File: src/common/rename_defs.svh
// Sizing and opcode macros for the rename core, included by the RTL and the testbench
`ifndef RENAME_DEFS_SVH
`define RENAME_DEFS_SVH

////////////////////////////////////////////////////////////
// Register and buffer sizes
////////////////////////////////////////////////////////////

// Architectural register count, RV32 integer file
`define ARCH_REGS 32

// Physical register count, twice the architectural file
`define PHYS_REGS 64

// Reorder buffer entries, must stay a power of two
`define ROB_DEPTH 8

////////////////////////////////////////////////////////////
// Opcodes of the register-writing formats
////////////////////////////////////////////////////////////

`define OPC_OP     7'b0110011
`define OPC_OP_IMM 7'b0010011
`define OPC_LOAD   7'b0000011

`endif

File: src/common/rename_pkg.sv
// Shared index types and instruction layout for the rename core, referenced by scoped name
`include "rename_defs.svh"

package rename_pkg;

    ////////////////////////////////////////////////////////////
    // Index types
    ////////////////////////////////////////////////////////////

    // Architectural register number
    typedef logic [$clog2(`ARCH_REGS)-1:0] arch_idx_t;

    // Physical register number
    typedef logic [$clog2(`PHYS_REGS)-1:0] prf_idx_t;

    // Reorder buffer slot
    typedef logic [$clog2(`ROB_DEPTH)-1:0] rob_idx_t;

    ////////////////////////////////////////////////////////////
    // Instruction word
    ////////////////////////////////////////////////////////////

    // R-type field order
    // Register fields sit at the same bits in I, S and B formats,
    // so one view is enough for renaming
    typedef struct packed {
        logic [6:0] funct7;
        arch_idx_t  rs2;
        arch_idx_t  rs1;
        logic [2:0] funct3;
        arch_idx_t  rd;
        logic [6:0] opcode;
    } rv_inst_t;

endpackage

File: src/common/rob_alloc_if.sv
// Allocation request from dispatch into the reorder buffer, with the tail slot returned
`timescale 1ns/1ns

interface rob_alloc_if;

    // Entry is written at the edge where alloc is high
    logic                 alloc;
    logic                 rd_wen;
    rename_pkg::arch_idx_t arch;
    rename_pkg::prf_idx_t new_prf;
    rename_pkg::prf_idx_t old_prf;

    // Returned by the ROB
    rename_pkg::rob_idx_t rob_idx;
    logic                 full;

    // Dispatch side
    modport dispatch (
        output alloc, rd_wen, arch, new_prf, old_prf,
        input  rob_idx, full
    );

    // ROB side
    modport rob (
        input  alloc, rd_wen, arch, new_prf, old_prf,
        output rob_idx, full
    );

endinterface

File: src/common/commit_if.sv
// Commit of the ROB head, seen by the free list and the top level
`timescale 1ns/1ns

interface commit_if;

    // One-cycle pulse per committed entry, no back-pressure
    logic                  valid;
    logic                  rd_wen;
    rename_pkg::arch_idx_t arch;
    rename_pkg::prf_idx_t  new_prf;
    rename_pkg::prf_idx_t  old_prf;

    modport rob (output valid, rd_wen, arch, new_prf, old_prf);

    // Free list only reclaims the old mapping
    modport free_list (input valid, rd_wen, old_prf);

    modport top (input valid, rd_wen, arch, new_prf, old_prf);

endinterface

File: src/design/dispatch_stage.sv
// Combinational dispatch decode, renaming sequence and ROB allocation for one instruction
`timescale 1ns/1ns
`include "rename_defs.svh"

module dispatch_stage (
    input  logic                  disp_valid_i,
    input  rename_pkg::rv_inst_t  disp_inst_i,
    output logic                  disp_ready_o,
    output rename_pkg::rob_idx_t  disp_rob_idx_o,
    output rename_pkg::prf_idx_t  disp_src1_prf_o,
    output rename_pkg::prf_idx_t  disp_src2_prf_o,
    output rename_pkg::prf_idx_t  disp_dest_prf_o,

    // Map table
    output rename_pkg::arch_idx_t map_src1_arch_o,
    output rename_pkg::arch_idx_t map_src2_arch_o,
    input  rename_pkg::prf_idx_t  map_src1_prf_i,
    input  rename_pkg::prf_idx_t  map_src2_prf_i,
    output logic                  map_write_o,
    output rename_pkg::arch_idx_t map_dest_arch_o,
    output rename_pkg::prf_idx_t  map_dest_prf_o,
    input  rename_pkg::prf_idx_t  map_old_prf_i,

    // Free list
    input  logic                  fl_empty_i,
    input  rename_pkg::prf_idx_t  fl_head_prf_i,
    output logic                  fl_pop_o,

    // ROB allocation
    rob_alloc_if.dispatch         alloc
);

    ////////////////////////////////////////////////////////////
    // Decode
    ////////////////////////////////////////////////////////////

    logic rd_wen;
    logic writes_fmt;
    logic fire;

    // Only these formats produce a register result
    assign writes_fmt = (disp_inst_i.opcode == `OPC_OP)     ||
                        (disp_inst_i.opcode == `OPC_OP_IMM) ||
                        (disp_inst_i.opcode == `OPC_LOAD);

    // x0 writes are dropped
    assign rd_wen = writes_fmt && (disp_inst_i.rd != '0);

    // Stall on full ROB or no spare physical register
    assign disp_ready_o = !alloc.full && !fl_empty_i;
    assign fire         = disp_valid_i && disp_ready_o;

    ////////////////////////////////////////////////////////////
    // Source renaming
    ////////////////////////////////////////////////////////////

    // Both sources looked up always
    // rs2 may hold immediate bits, result then ignored downstream
    assign map_src1_arch_o = disp_inst_i.rs1;
    assign map_src2_arch_o = disp_inst_i.rs2;
    assign disp_src1_prf_o = map_src1_prf_i;
    assign disp_src2_prf_o = map_src2_prf_i;

    ////////////////////////////////////////////////////////////
    // Destination renaming
    ////////////////////////////////////////////////////////////

    // Free-list head becomes the new mapping of rd
    assign map_dest_arch_o = disp_inst_i.rd;
    assign map_dest_prf_o  = fl_head_prf_i;
    assign map_write_o     = fire && rd_wen;
    assign fl_pop_o        = fire && rd_wen;

    // Zero when nothing is written
    assign disp_dest_prf_o = rd_wen ? fl_head_prf_i : '0;

    ////////////////////////////////////////////////////////////
    // ROB entry
    ////////////////////////////////////////////////////////////

    assign alloc.alloc   = fire;
    assign alloc.rd_wen  = rd_wen;
    assign alloc.arch    = disp_inst_i.rd;
    assign alloc.new_prf = disp_dest_prf_o;
    // Current mapping of rd, freed at commit when rd_wen is set
    assign alloc.old_prf = map_old_prf_i;

    // Tail slot taken by this instruction
    assign disp_rob_idx_o = alloc.rob_idx;

endmodule

File: src/design/map_table.sv
// Speculative architectural-to-physical register map with combinational lookup
`timescale 1ns/1ns
`include "rename_defs.svh"

module map_table (
    input  logic                  clock,
    input  logic                  reset,

    // Source lookups
    input  rename_pkg::arch_idx_t src1_arch_i,
    input  rename_pkg::arch_idx_t src2_arch_i,
    output rename_pkg::prf_idx_t  src1_prf_o,
    output rename_pkg::prf_idx_t  src2_prf_o,

    // Destination update
    input  logic                  write_i,
    input  rename_pkg::arch_idx_t dest_arch_i,
    input  rename_pkg::prf_idx_t  dest_prf_i,
    output rename_pkg::prf_idx_t  old_prf_o
);

    // One physical tag per architectural register
    rename_pkg::prf_idx_t map_q [`ARCH_REGS];

    // Reads see the value before this cycle's write
    assign src1_prf_o = map_q[src1_arch_i];
    assign src2_prf_o = map_q[src2_arch_i];
    assign old_prf_o  = map_q[dest_arch_i];

    ////////////////////////////////////////////////////////////
    // Update
    ////////////////////////////////////////////////////////////

    always_ff @(posedge clock) begin
        if (reset) begin
            // Identity map, x_i lives in p_i
            for (int i = 0; i < `ARCH_REGS; i++) begin
                map_q[i] <= rename_pkg::prf_idx_t'(i);
            end
        end else if (write_i) begin
            map_q[dest_arch_i] <= dest_prf_i;
        end
    end

endmodule

File: src/design/free_list.sv
// FIFO of unmapped physical registers, popped at dispatch and refilled at commit
`timescale 1ns/1ns
`include "rename_defs.svh"

module free_list (
    input  logic                 clock,
    input  logic                 reset,

    // Allocation
    input  logic                 pop_i,
    output rename_pkg::prf_idx_t head_prf_o,
    output logic                 empty_o,

    // Reclaim from commit
    commit_if.free_list          release_bus
);

    // Registers beyond the architectural set
    localparam int FL_DEPTH = `PHYS_REGS - `ARCH_REGS;
    localparam int PTR_W    = $clog2(FL_DEPTH);
    localparam int CNT_W    = $clog2(FL_DEPTH + 1);

    rename_pkg::prf_idx_t fl_q [FL_DEPTH];
    logic [PTR_W-1:0]     head_q;
    logic [PTR_W-1:0]     tail_q;
    logic [CNT_W-1:0]     count_q;
    logic                 push;

    // Old mapping only exists for writing instructions
    assign push = release_bus.valid && release_bus.rd_wen;

    assign head_prf_o = fl_q[head_q];
    assign empty_o    = (count_q == '0);

    ////////////////////////////////////////////////////////////
    // Queue state
    ////////////////////////////////////////////////////////////

    always_ff @(posedge clock) begin
        if (reset) begin
            // Starts full with p32 upward
            for (int i = 0; i < FL_DEPTH; i++) begin
                fl_q[i] <= rename_pkg::prf_idx_t'(`ARCH_REGS + i);
            end
            head_q  <= '0;
            tail_q  <= '0;
            count_q <= CNT_W'(FL_DEPTH);
        end else begin
            if (push) begin
                fl_q[tail_q] <= release_bus.old_prf;
                tail_q       <= tail_q + 1'b1;
            end
            if (pop_i) begin
                head_q <= head_q + 1'b1;
            end
            // Simultaneous push and pop keeps the count
            case ({push, pop_i})
                2'b10:   count_q <= count_q + 1'b1;
                2'b01:   count_q <= count_q - 1'b1;
                default: count_q <= count_q;
            endcase
        end
    end

endmodule

File: src/rob/rob.sv
// Reorder buffer with out-of-order completion marking and in-order single commit
`timescale 1ns/1ns
`include "rename_defs.svh"

module rob (
    input  logic                 clock,
    input  logic                 reset,

    // Allocation from dispatch
    rob_alloc_if.rob             alloc,

    // Completion
    input  logic                 complete_valid_i,
    input  rename_pkg::rob_idx_t complete_rob_idx_i,

    // Head commit
    commit_if.rob                commit
);

    localparam int CNT_W = $clog2(`ROB_DEPTH + 1);

    ////////////////////////////////////////////////////////////
    // Entry storage
    ////////////////////////////////////////////////////////////

    // Per-entry status bits
    logic [`ROB_DEPTH-1:0] occupied_q;
    logic [`ROB_DEPTH-1:0] done_q;

    // Per-entry payload
    logic                  rd_wen_q  [`ROB_DEPTH];
    rename_pkg::arch_idx_t arch_q    [`ROB_DEPTH];
    rename_pkg::prf_idx_t  new_prf_q [`ROB_DEPTH];
    rename_pkg::prf_idx_t  old_prf_q [`ROB_DEPTH];

    // Pointers and occupancy
    rename_pkg::rob_idx_t  head_q;
    rename_pkg::rob_idx_t  tail_q;
    logic [CNT_W-1:0]      count_q;
    logic                  pop;

    ////////////////////////////////////////////////////////////
    // Status outputs
    ////////////////////////////////////////////////////////////

    assign alloc.full    = (count_q == CNT_W'(`ROB_DEPTH));
    assign alloc.rob_idx = tail_q;

    // Head retires once it is both allocated and finished
    assign pop = occupied_q[head_q] && done_q[head_q];

    assign commit.valid   = pop;
    assign commit.rd_wen  = rd_wen_q[head_q];
    assign commit.arch    = arch_q[head_q];
    assign commit.new_prf = new_prf_q[head_q];
    assign commit.old_prf = old_prf_q[head_q];

    ////////////////////////////////////////////////////////////
    // Control state
    ////////////////////////////////////////////////////////////

    always_ff @(posedge clock) begin
        if (reset) begin
            occupied_q <= '0;
            done_q     <= '0;
            head_q     <= '0;
            tail_q     <= '0;
            count_q    <= '0;
        end else begin
            // Free the head slot
            if (pop) begin
                occupied_q[head_q] <= 1'b0;
                done_q[head_q]     <= 1'b0;
                head_q             <= head_q + 1'b1;
            end
            // Open a new slot at the tail
            if (alloc.alloc) begin
                occupied_q[tail_q] <= 1'b1;
                done_q[tail_q]     <= 1'b0;
                tail_q             <= tail_q + 1'b1;
            end
            // Completions may arrive in any order
            if (complete_valid_i && occupied_q[complete_rob_idx_i]) begin
                done_q[complete_rob_idx_i] <= 1'b1;
            end
            case ({alloc.alloc, pop})
                2'b10:   count_q <= count_q + 1'b1;
                2'b01:   count_q <= count_q - 1'b1;
                default: count_q <= count_q;
            endcase
        end
    end

    // Payload written on allocation only
    always_ff @(posedge clock) begin
        if (alloc.alloc) begin
            rd_wen_q[tail_q]  <= alloc.rd_wen;
            arch_q[tail_q]    <= alloc.arch;
            new_prf_q[tail_q] <= alloc.new_prf;
            old_prf_q[tail_q] <= alloc.old_prf;
        end
    end

endmodule

File: src/design/rename_core.sv
// Top level of the rename core, joins dispatch, map table, free list and ROB
`timescale 1ns/1ns

module rename_core (
    input  logic                  clock,
    input  logic                  reset,

    // Dispatch
    input  logic                  disp_valid_i,
    input  rename_pkg::rv_inst_t  disp_inst_i,
    output logic                  disp_ready_o,
    output rename_pkg::rob_idx_t  disp_rob_idx_o,
    output rename_pkg::prf_idx_t  disp_src1_prf_o,
    output rename_pkg::prf_idx_t  disp_src2_prf_o,
    output rename_pkg::prf_idx_t  disp_dest_prf_o,

    // Completion
    input  logic                  complete_valid_i,
    input  rename_pkg::rob_idx_t  complete_rob_idx_i,

    // Commit
    output logic                  commit_valid_o,
    output rename_pkg::arch_idx_t commit_arch_o,
    output rename_pkg::prf_idx_t  commit_new_prf_o,
    output rename_pkg::prf_idx_t  commit_old_prf_o,
    output logic                  commit_rd_wen_o
);

    ////////////////////////////////////////////////////////////
    // Internal wiring
    ////////////////////////////////////////////////////////////

    // Map table lookups and update
    rename_pkg::arch_idx_t src1_arch;
    rename_pkg::arch_idx_t src2_arch;
    rename_pkg::prf_idx_t  src1_prf;
    rename_pkg::prf_idx_t  src2_prf;
    logic                  map_write;
    rename_pkg::arch_idx_t dest_arch;
    rename_pkg::prf_idx_t  dest_prf;
    rename_pkg::prf_idx_t  old_prf;

    // Free list allocation
    logic                  fl_empty;
    rename_pkg::prf_idx_t  fl_head_prf;
    logic                  fl_pop;

    rob_alloc_if alloc_bus ();
    commit_if    commit_bus ();

    ////////////////////////////////////////////////////////////
    // Blocks
    ////////////////////////////////////////////////////////////

    dispatch_stage dispatch_i (
        .disp_valid_i    (disp_valid_i),
        .disp_inst_i     (disp_inst_i),
        .disp_ready_o    (disp_ready_o),
        .disp_rob_idx_o  (disp_rob_idx_o),
        .disp_src1_prf_o (disp_src1_prf_o),
        .disp_src2_prf_o (disp_src2_prf_o),
        .disp_dest_prf_o (disp_dest_prf_o),
        .map_src1_arch_o (src1_arch),
        .map_src2_arch_o (src2_arch),
        .map_src1_prf_i  (src1_prf),
        .map_src2_prf_i  (src2_prf),
        .map_write_o     (map_write),
        .map_dest_arch_o (dest_arch),
        .map_dest_prf_o  (dest_prf),
        .map_old_prf_i   (old_prf),
        .fl_empty_i      (fl_empty),
        .fl_head_prf_i   (fl_head_prf),
        .fl_pop_o        (fl_pop),
        .alloc           (alloc_bus.dispatch)
    );

    map_table map_table_i (
        .clock       (clock),
        .reset       (reset),
        .src1_arch_i (src1_arch),
        .src2_arch_i (src2_arch),
        .src1_prf_o  (src1_prf),
        .src2_prf_o  (src2_prf),
        .write_i     (map_write),
        .dest_arch_i (dest_arch),
        .dest_prf_i  (dest_prf),
        .old_prf_o   (old_prf)
    );

    free_list free_list_i (
        .clock       (clock),
        .reset       (reset),
        .pop_i       (fl_pop),
        .head_prf_o  (fl_head_prf),
        .empty_o     (fl_empty),
        .release_bus (commit_bus.free_list)
    );

    rob rob_i (
        .clock              (clock),
        .reset              (reset),
        .alloc              (alloc_bus.rob),
        .complete_valid_i   (complete_valid_i),
        .complete_rob_idx_i (complete_rob_idx_i),
        .commit             (commit_bus.rob)
    );

    // Commit report straight from the ROB head
    assign commit_valid_o   = commit_bus.valid;
    assign commit_arch_o    = commit_bus.arch;
    assign commit_new_prf_o = commit_bus.new_prf;
    assign commit_old_prf_o = commit_bus.old_prf;
    assign commit_rd_wen_o  = commit_bus.rd_wen;

endmodule

File: config.mk
export PLATFORM = sky130hd
export DESIGN_NAME = rename_core
export DESIGN_NICKNAME = d
export VERILOG_FILES = /design/src/common/rename_pkg.sv /design/src/common/rob_alloc_if.sv /design/src/common/commit_if.sv /design/src/design/dispatch_stage.sv /design/src/design/map_table.sv /design/src/design/free_list.sv /design/src/rob/rob.sv /design/src/design/rename_core.sv
export VERILOG_INCLUDE_DIRS = /design/src /design/src/common
export SDC_FILE = /design/constraint.sdc
export NUM_CORES = 1
export LEC_CHECK = 0
export BUFFER_PORTS_ARGS = -buffer_cell sky130_fd_sc_hd__clkbuf_2
export CORE_MARGIN = 3
export CORE_UTILIZATION = 57
export DETAILED_ROUTE_END_ITERATION = 16
export GPL_ROUTABILITY_DRIVEN = 0
export HOLD_SLACK_MARGIN = 0.02
export MAX_ROUTING_LAYER = met4
export PLACE_DENSITY = 0.76
export SLEW_MARGIN = 25
export SYNTH_ARGS = -nofsm -noshare
export SYNTH_HDL_FRONTEND = slang
export SYNTH_HIERARCHICAL = 1
export SYNTH_SLANG_ARGS = --single-unit
File: constraint.sdc
create_clock -name clock -period 3.6 [get_ports clock]
set_input_delay 0.36 -clock clock [delete_from_list [all_inputs] [get_ports clock]]
set_output_delay 0.36 -clock clock [all_outputs]
set_load 0.005 [all_outputs]
======== Word level (Yosys, flattened, before mapping) ========
Memories as Yosys holds them, arrays and structs flattened. A register that Yosys moved wholly into a read port is not among the register bits.
Index checks and enable logic that the tools add are counted.
storage, ports and cells
  memories ................................ 6
  input bits .............................. 39
  register bits ........................... 42
  RAM bits ................................ 528
cells by class
  mux-type cells .......................... 49
  reduce and logical (&&, ||, !) cells .... 20
  add/subtract/negate cells ............... 8
  magnitude comparators ................... 6
  bitwise logic cells ..................... 7
  equality and inequality tests ........... 8
memories
  name               words  bits a word  rd ports  clocked after Yosys merged registers in  wr ports  line             source
  free_list_i.fl_q   32     6            1         1                                        32        free_list.sv:23  rename_pkg::prf_idx_t fl_q [FL_DEPTH];
  map_table_i.map_q  32     6            3         0                                        32        map_table.sv:23  rename_pkg::prf_idx_t map_q [`ARCH_REGS];
  rob_i.new_prf_q    8      6            1         1                                        1         rob.sv:33        rename_pkg::prf_idx_t new_prf_q [`ROB_DEPTH];
  rob_i.old_prf_q    8      6            1         1                                        1         rob.sv:34        rename_pkg::prf_idx_t old_prf_q [`ROB_DEPTH];
  rob_i.arch_q       8      5            1         1                                        1         rob.sv:32        rename_pkg::arch_idx_t arch_q [`ROB_DEPTH];
  rob_i.rd_wen_q     8      1            1         1                                        1         rob.sv:31        logic rd_wen_q [`ROB_DEPTH];
operators by type and width
  kind                 number
  $mux 8               8
  $and 8x8->8          3
  $mux 3               8
  $mux 5               4
  $mux 1               18
  $mux 6               3
  $not 8->8            2
  $or 8x8->8           2
  $lt 3x4->1 const B   3
  $pmux 6 s2           1
  $reduce_or 6->1      2
  $add 5x1->5 const B  2
  $logic_and 1x1->1    10
  $bmux 1 s3           3
  $demux 1 s3          3
  $ge 3x1->1 const B   3
  $pmux 4 s2           1
  $eq 7x2->1 const B   1
  $eq 7x5->1 const B   1
  $eq 7x6->1 const B   1
  $add 3x1->3 const B  2
  $add 6x1->6 const B  1
  $logic_not 6->1      1
  $sub 6x1->6 const B  1
  9 further kinds      14

======== Depth between registers and ports, before layout ========
Gate-level depths: netlist of the first run.
  depth in word-level cells ............... 13
  depth in mapped cells ................... 15

======== Hierarchy ========
Netlist of the first run, hierarchy kept.
modules (own cells, without submodules)
  module          instances  area each (um^2)  cells an instance
  map_table       1          12072.8           759
  free_list       1          10088.4           793
  rob             1          7005.5            398
  dispatch_stage  1          526.8             69

======== Worst setup path before layout of the first run ========
No wires, ideal clock.
  path kind ............................... reg-to-reg
  start ................................... reg free_list_i.count_q[2]
  end ..................................... reg free_list_i.count_q[4]
  buffers on the path ..................... 2
  data arrival time ....................... 3.379 ns
  stages on the path, launching flop included .. 15
  path slack .............................. 0.100 ns
  path through ............................ dfxtp_1 -> clkbuf_1 -> or3_2 -> nor4_1 -> nor2_1 -> and2_1 -> nor3b_1 -> ha_1 -> buf_2 -> xor2_1 -> ha_1 -> a21oi_1 -> nand3_1 -> a31oi_1 -> mux2_2
between the ends
  longest elaborated chain between the ends .. 7
  elaborated cells on any way between the ends .. 11
RTL lines
  item                                             line                  source
  from (decl)                                      free_list.sv:26       logic [CNT_W-1:0] count_q;
  from (signal assigned)                           free_list.sv:47       count_q <= CNT_W'(FL_DEPTH);
  from (signal assigned)                           free_list.sv:58       2'b10: count_q <= count_q + 1'b1;
  from (signal assigned)                           free_list.sv:59       2'b01: count_q <= count_q - 1'b1;
  $logic_not 6->1 *                                free_list.sv:33       assign empty_o = (count_q == '0);
  net fl_empty                                     rename_core.sv:44     logic fl_empty;
  $logic_not 1->1 *                                dispatch_stage.sv:50  assign disp_ready_o = !alloc.full && !fl_empty_i;
  $logic_and 1x1->1 *                              dispatch_stage.sv:50
  net disp_ready_o                                 rename_core.sv:11     output logic disp_ready_o,
  $logic_and 1x1->1 *                              dispatch_stage.sv:51  assign fire = disp_valid_i && disp_ready_o;
  net alloc_bus.alloc                              rob_alloc_if.sv:7     logic alloc;
  $logic_and 1x1->1 *                              dispatch_stage.sv:72  assign fl_pop_o = fire && rd_wen;
  net fl_pop                                       rename_core.sv:46     logic fl_pop;
  $eq 2x1->1 or $eq 2x2->1 (tied branches)         free_list.sv:57       case ({push, pop_i})
  $pmux 6 s2 or $reduce_bool 2->1 (tied branches)  n/a
The timed path passes the listed nets; every way through them passes the cells marked *.
A chain may end at the register's enable or synchronous reset.

==> reports/qor.txt, run 1 <==
largest net degree at the start of global routing = 63
Leak Pwr = 10.3 nW
Fin. Hold Viols = 0
Worst slew margin = 0.256
commonest non-fill, non-tap cell in the layout = edfxtp_1
crit path max fanout = 17
reg2reg start = free_list_i/count_q[0]$_SDFFE_PP0P_
most frequent cells in the layout = edfxtp_1, mux4_2, or3_1
final antenna-violating net count = 0
Worst Hold Depth = 3
startpoint types = flop
Req. time, crit path = 3.24 ns
vias per cell = 6.84
Max Clk Rate = 0.290 GHz
setup TNS = 0 ns
Yosys reg bits = 578
Pins Over Slew Limit = 0
Mean Syn Cell Area = 14.7 um2
skew final = 0.0324 ns
grt ovf = 0
DRC viols = 0
total power = 14.7 mW
initial antenna violation count = 0
clock tree from TritonCTS = built
worst setup margin = 0.150 ns
CP Class = flop to output pin
Min Clock Period, post-route = 3.45 ns
Register-to-Register Setup Slack = 0.39 ns
Die Y = 234 um
P&R area growth vs syn = 9.68%
core area = 51400 um2
Max Cap Viol = 0
R2R cell count = 10
die width = 234 um
DPL Wire Length = 48300 um
min-delay src = complete_rob_idx_i[2]
status = finished clean
total die area = 54900 um2
Tcrit/Tclk final = 0.958
Cells after Synth = 2019
CTS Root Cell = clkbuf_16
WL per Instance = 27.8 um
Max clock buf depth = 3
CTS HTree Levels = 2
Buffers on Ports = 69
worst hold path type = primary input to flop
Via Count = 18600
Tightest Pin Transition = 1.11 ns
final wirelength = 75700 um
first-pass GRT wire length = 114000 um
number of cell rows = 83
minimum hold slack = 0.0615 ns
Final setup viols = 0
RSZ-0062 raised after global routing = no
Placed Area = 30400 um2
clk sinks = 578
final instance area = 32600 um2
number of global-route vias before repair = 18600
worst skew pair latency = 0.64 ns
Seq/Total Area, Yosys = 0.568
worst slack at placement = 0.345 ns
Top Ports = 80
crit end category = output pin
EDFF count, synth = 528
PD cells = 450 nW/um2
Cell Area, Synth = 29700 um2
GRT Resource Usage Total = 0.287
layout cell share with drive strength beyond 1 = 0.282
Clock transition at path regs = 0.06 ns
CTS buffer count = 58
drt first pass iters = 5
Nets = 2048
WP data arrival = 3.09 ns
number of library cell types mapped by synthesis = 73
asr flop ratio synth = 0
Hold Path Sink = rob_i/done_q[6]$_SDFF_PP0_
drt first-iter violations = 1943
Initial Util = 0.578
# diodes = 0
prevailing post-synth register cell = edfxtp_1
Yosys Warn Count = 6
reg2reg end = map_table_i/map_q[0][1]$_SDFFCE_PN0P_
syn nets = 2071
VDD IR max = 0.391 mV
[kinds of logic (layout without fill, tap and decap cells)]
logic type / after synthesis / after routing / share of synthesized area
compound gates: 142 / 142 / 0.0360
xor+xnor: 16 / 16 / 0.00472
fa+ha+maj: 13 / 13 / 0.00548
buf+inv: 256 / 280 / 0.0450
flops: 578 / 578 / 0.568
mux: 320 / 320 / 0.209
simple gates: 694 / 694 / 0.132
[metal layers]
layer / vias up / global-route usage / part of all wire
li1: 7835 / - / -
met1: 9312 / 0.369 / 0.36
met2: 1232 / 0.451 / 0.49
met3: 242 / 0.0621 / 0.11
met4: 0 / 0.115 / 0.044
met5: - / - / 0
[critical path: stages, from the launching register on]
cell and delay [ns]:
dfxtp_4 0.40, buf_12 0.16, mux4_1 0.57, a22o_1 0.28
a221oi_4 0.26, nand3_4 0.13, buf_12 0.18, nor3b_1 0.15
buf_4 0.20, clkbuf_2 0.12
[what timing repair did]
item	in CTS	in global routing
pin swaps	0	1
endpoints found under the hold margin	1	0
buffers inserted	0	2
gates cloned	0	2
gates resized for setup	7	14
hold buffers	2	0
endpoints found under the setup margin	5	6
[final cells by class]
cell class,instances,area [um2]
Timing Repair Buffer,155,1220
Sequential cell,578,16900
Multi-Input combinational cell,1185,11600
Fill cell,3592,18800
Clock buffer,66,1480
Inverter,18,67.6
Tap cell,680,851
Clock inverter,41,447
[through the flow]
step | instances | util
after global routing | 2723 | 0.634
after detailed placement | 2610 | 0.592
final | 2723 | 0.634
after global placement | 2610 | 0.592
after CTS | 2719 | 0.631
after floorplan | 2019 | -
[registers in the layout, summed over array words and instances, names as in the netlist, 5 cells and up, named ones only]
register	flops
free_list_i/fl_q	192
map_table_i/map_q	192
rob_i/new_prf_q	48
rob_i/old_prf_q	48
rob_i/arch_q	40
rob_i/done_q	8
rob_i/occupied_q	8
rob_i/rd_wen_q	8
free_list_i/count_q	6
free_list_i/head_q	5
free_list_i/tail_q	5
[worst max-delay path by stage]
stage,from,endpoint,cells after the start
floorplan,free_list_i/count_q[2]$_SDFFE_PP0P_,free_list_i/count_q[4]$_SDFFE_PP0P_,14
global placement,free_list_i/count_q[0]$_SDFFE_PP0P_,free_list_i/count_q[4]$_SDFFE_PP0P_,12
detailed placement,rob_i/head_q[0]$_SDFFE_PP0N_,rob_i/count_q[2]$_SDFFE_PP0P_,12
CTS,flop,disp_dest_prf_o[3],7
global route,flop,disp_dest_prf_o[1],9
finish,flop,disp_dest_prf_o[1],9
[Yosys cell counts, types with 10 or more instances]
library cell | n | area [um2]
a21o_1 | 16 | 120
a21oi_1 | 27 | 135
a22oi_1 | 36 | 270
and2_1 | 90 | 563
and3_1 | 59 | 369
buf_1 | 18 | 67.6
buf_2 | 38 | 190
buf_4 | 54 | 405
clkbuf_1 | 113 | 424
dfxtp_1 | 50 | 1000
edfxtp_1 | 528 | 15900
ha_1 | 13 | 163
inv_1 | 18 | 67.6
mux2_2 | 33 | 372
mux2i_1 | 59 | 591
mux4_1 | 29 | 762
mux4_2 | 194 | 4370
nand2_1 | 78 | 293
nand2b_1 | 15 | 93.8
nand3_1 | 33 | 165
nand4_1 | 14 | 87.6
nor2_1 | 101 | 379
nor3_1 | 48 | 240
nor3b_1 | 17 | 128
o21ai_0 | 10 | 50.1
or2_2 | 58 | 363
or3_1 | 137 | 857
xor2_1 | 12 | 105
[report_power, final]
group | total [mW] | switching (mW) | internal, mW
clock | 6.12 | 2.63 | 3.49
sequential | 7.50 | 0.0673 | 7.43
combinational | 1.05 | 0.646 | 0.401
total | 14.7 | 3.35 | 11.3
(Power assumes the default switching activity.)
==> run 2: changes to the inputs <==
- HOLD_SLACK_MARGIN: 0.02 -> not set
- RECOVER_POWER: not set -> 100
==> run 2 against run 1 <==
Net effect: sequential power about the same; the flow now finishes with violations (capacitance limit, slew limit); non-clock buffer count decreased by 2; sequential cell count stayed put; worst hold slack got worse by 0.017 ns; design area down 0.34%; worst setup slack got worse by 0.027 ns; core utilization down 0.22 points; highest routed layer unchanged; total power about the same.
==> reports/qor.txt, run 2 (synthesis results as in run 1) <==
status = finished, violations left
failing checks = capacitance limit, slew limit
Tightest Pin Transition = 1.62 ns
final cell count without fillers = 2721
VDD IR max = 0.392 mV
Pins Over Slew Limit = 16
Top Ports = 80
slowest stage delay, CP = 0.57 ns
CTS buffer count = 58
Max clock buf depth = 3
Bufs and invs on worst path = 4
most frequent cells in the layout = edfxtp_1, mux4_2, or3_1
worst hold path type = primary input to flop
crit path max fanout = 17
Placed Area = 30400 um2
WP data arrival = 3.12 ns
Worst Hold Depth = 3
Max Cap Viol = 1
final instance area = 32500 um2
number of cell rows = 83
total die area = 54900 um2
worst slack at placement = 0.345 ns
Final setup viols = 0
Worst slew margin = -0.0862
net switching power figure = 3.34 mW
Nets = 2046
CP Class = flop to output pin
Leak Pwr = 10.2 nW
Hold Buf Count CTS = 0
CTS Root Cell = clkbuf_16
crit end category = output pin
DPL Wire Length = 48300 um
grt ovf = 0
slowest CP cell = mux4_1
commonest non-fill, non-tap cell in the layout = edfxtp_1
Via Count = 18600
Tcrit/Tclk final = 0.966
combinational power share = 0.071
core area = 51400 um2
Worst path top cell family by delay = buffers and inverters
Clock transition at path regs = 0.06 ns
Fill cells = 3608
GRT Resource Usage Total = 0.287
Sw Share = 0.228
first-pass GRT wire length = 114000 um
DRC viols = 0
final antenna-violating net count = 0
vias per cell = 6.83
# diodes = 0
die width = 234 um
worst skew pair latency = 0.64 ns
total power = 14.7 mW
Initial Util = 0.578
initial antenna violation count = 0
Die Y = 234 um
P&R area growth vs syn = 9.31%
footprint of the multi-input gates = 11600 um2
placed cells = 2610
drt first-iter violations = 2022
worst setup margin = 0.123 ns
drt first pass iters = 6
Top Registers = free_list_i/fl_q (192), map_table_i/map_q (192)
most frequent cell on the critical path = buf_12
Clock Power Share = 0.418
number of global-route vias before repair = 18600
Buffers on Ports = 69
Crit path depth = 9
sequential power share = 0.511
WL per Instance = 27.9 um
Fin. Hold Viols = 0
skew final = 0.0305 ns
CTS HTree Levels = 2
PD cells = 452 nW/um2
Reg area = 16900 um2
Req. time, crit path = 3.24 ns
clock tree from TritonCTS = built
Cell Chain, Critical Path = buf_12, mux4_1, a22o_1, a221oi_4, nand3_4, buf_12, nor3b_1, buf_4, clkbuf_2
startpoint types = flop
Max Clk Rate = 0.288 GHz
layout cell share with drive strength beyond 1 = 0.270
R2R cell count = 10
Int Power = 11.3 mW
Min Clock Period, post-route = 3.48 ns
largest net degree at the start of global routing = 63
clk sinks = 578
final wirelength = 75900 um
## run 2: what timing repair did
action,in CTS,in global routing
cloned,0,2
pin swaps,0,1
gates resized for setup,7,14
setup buffers,0,2
endpoints found under the setup margin,5,6
## run 2: path summary, 6_finish.rpt
path	endpoint	start	slack [ns]
max reg2reg	map_table_i/map_q[0][1]$_SDFFCE_PN0P_	free_list_i/count_q[0]$_SDFFE_PP0P_	0.31
min	rob_i/done_q[7]$_SDFF_PP0_	complete_rob_idx_i[1]	0.04
max	disp_dest_prf_o[1]	flop	0.12
min reg2reg	rob_i/done_q[2]$_SDFF_PP0_	rob_i/done_q[2]$_SDFF_PP0_	0.47
## run 2: power by group through the flow
stage	Clock [mW]	Combinational, mW	Sequential [mW]
floorplan	0	0.717	7.61
global placement	0	0.998	7.63
detailed placement	0	1.02	7.64
CTS	6.21	1.03	7.49
global route	6.47	1.09	7.50
finish	6.12	1.04	7.50
## run 2: cell type report
class / instances / share of cell area
clock inverters: 41 / 0.0138
repair buffers: 153 / 0.0354
multi-input cells: 1185 / 0.357
inverters: 18 / 0.00208
clock buffers: 66 / 0.0456
well taps: 680 / 0.0262
flip-flops and latches: 578 / 0.520
## run 2: routing by layer
layer / track usage / part of all wire / up-vias
li1: - / - / 7820
met2: 0.451 / 0.49 / 1231
met3: 0.0621 / 0.11 / 238
met4: 0.115 / 0.044 / 0
met1: 0.369 / 0.37 / 9292
met5: - / 0 / -
## run 2: tightest hold or removal path, stage by stage
cell      delay (ns)
clkbuf_2        0.13
nand4_1         0.09
o41ai_1         0.06
## run 2: per-stage QoR
stage	util	hold WS (ns)	TNS, ns
after floorplan	-	0.441	0
after global placement	0.592	0.453	0
after detailed placement	0.592	0.458	0
after CTS	0.630	0.00687	0
after global routing	0.631	0.0543	-0.00712
final	0.631	0.0443	0
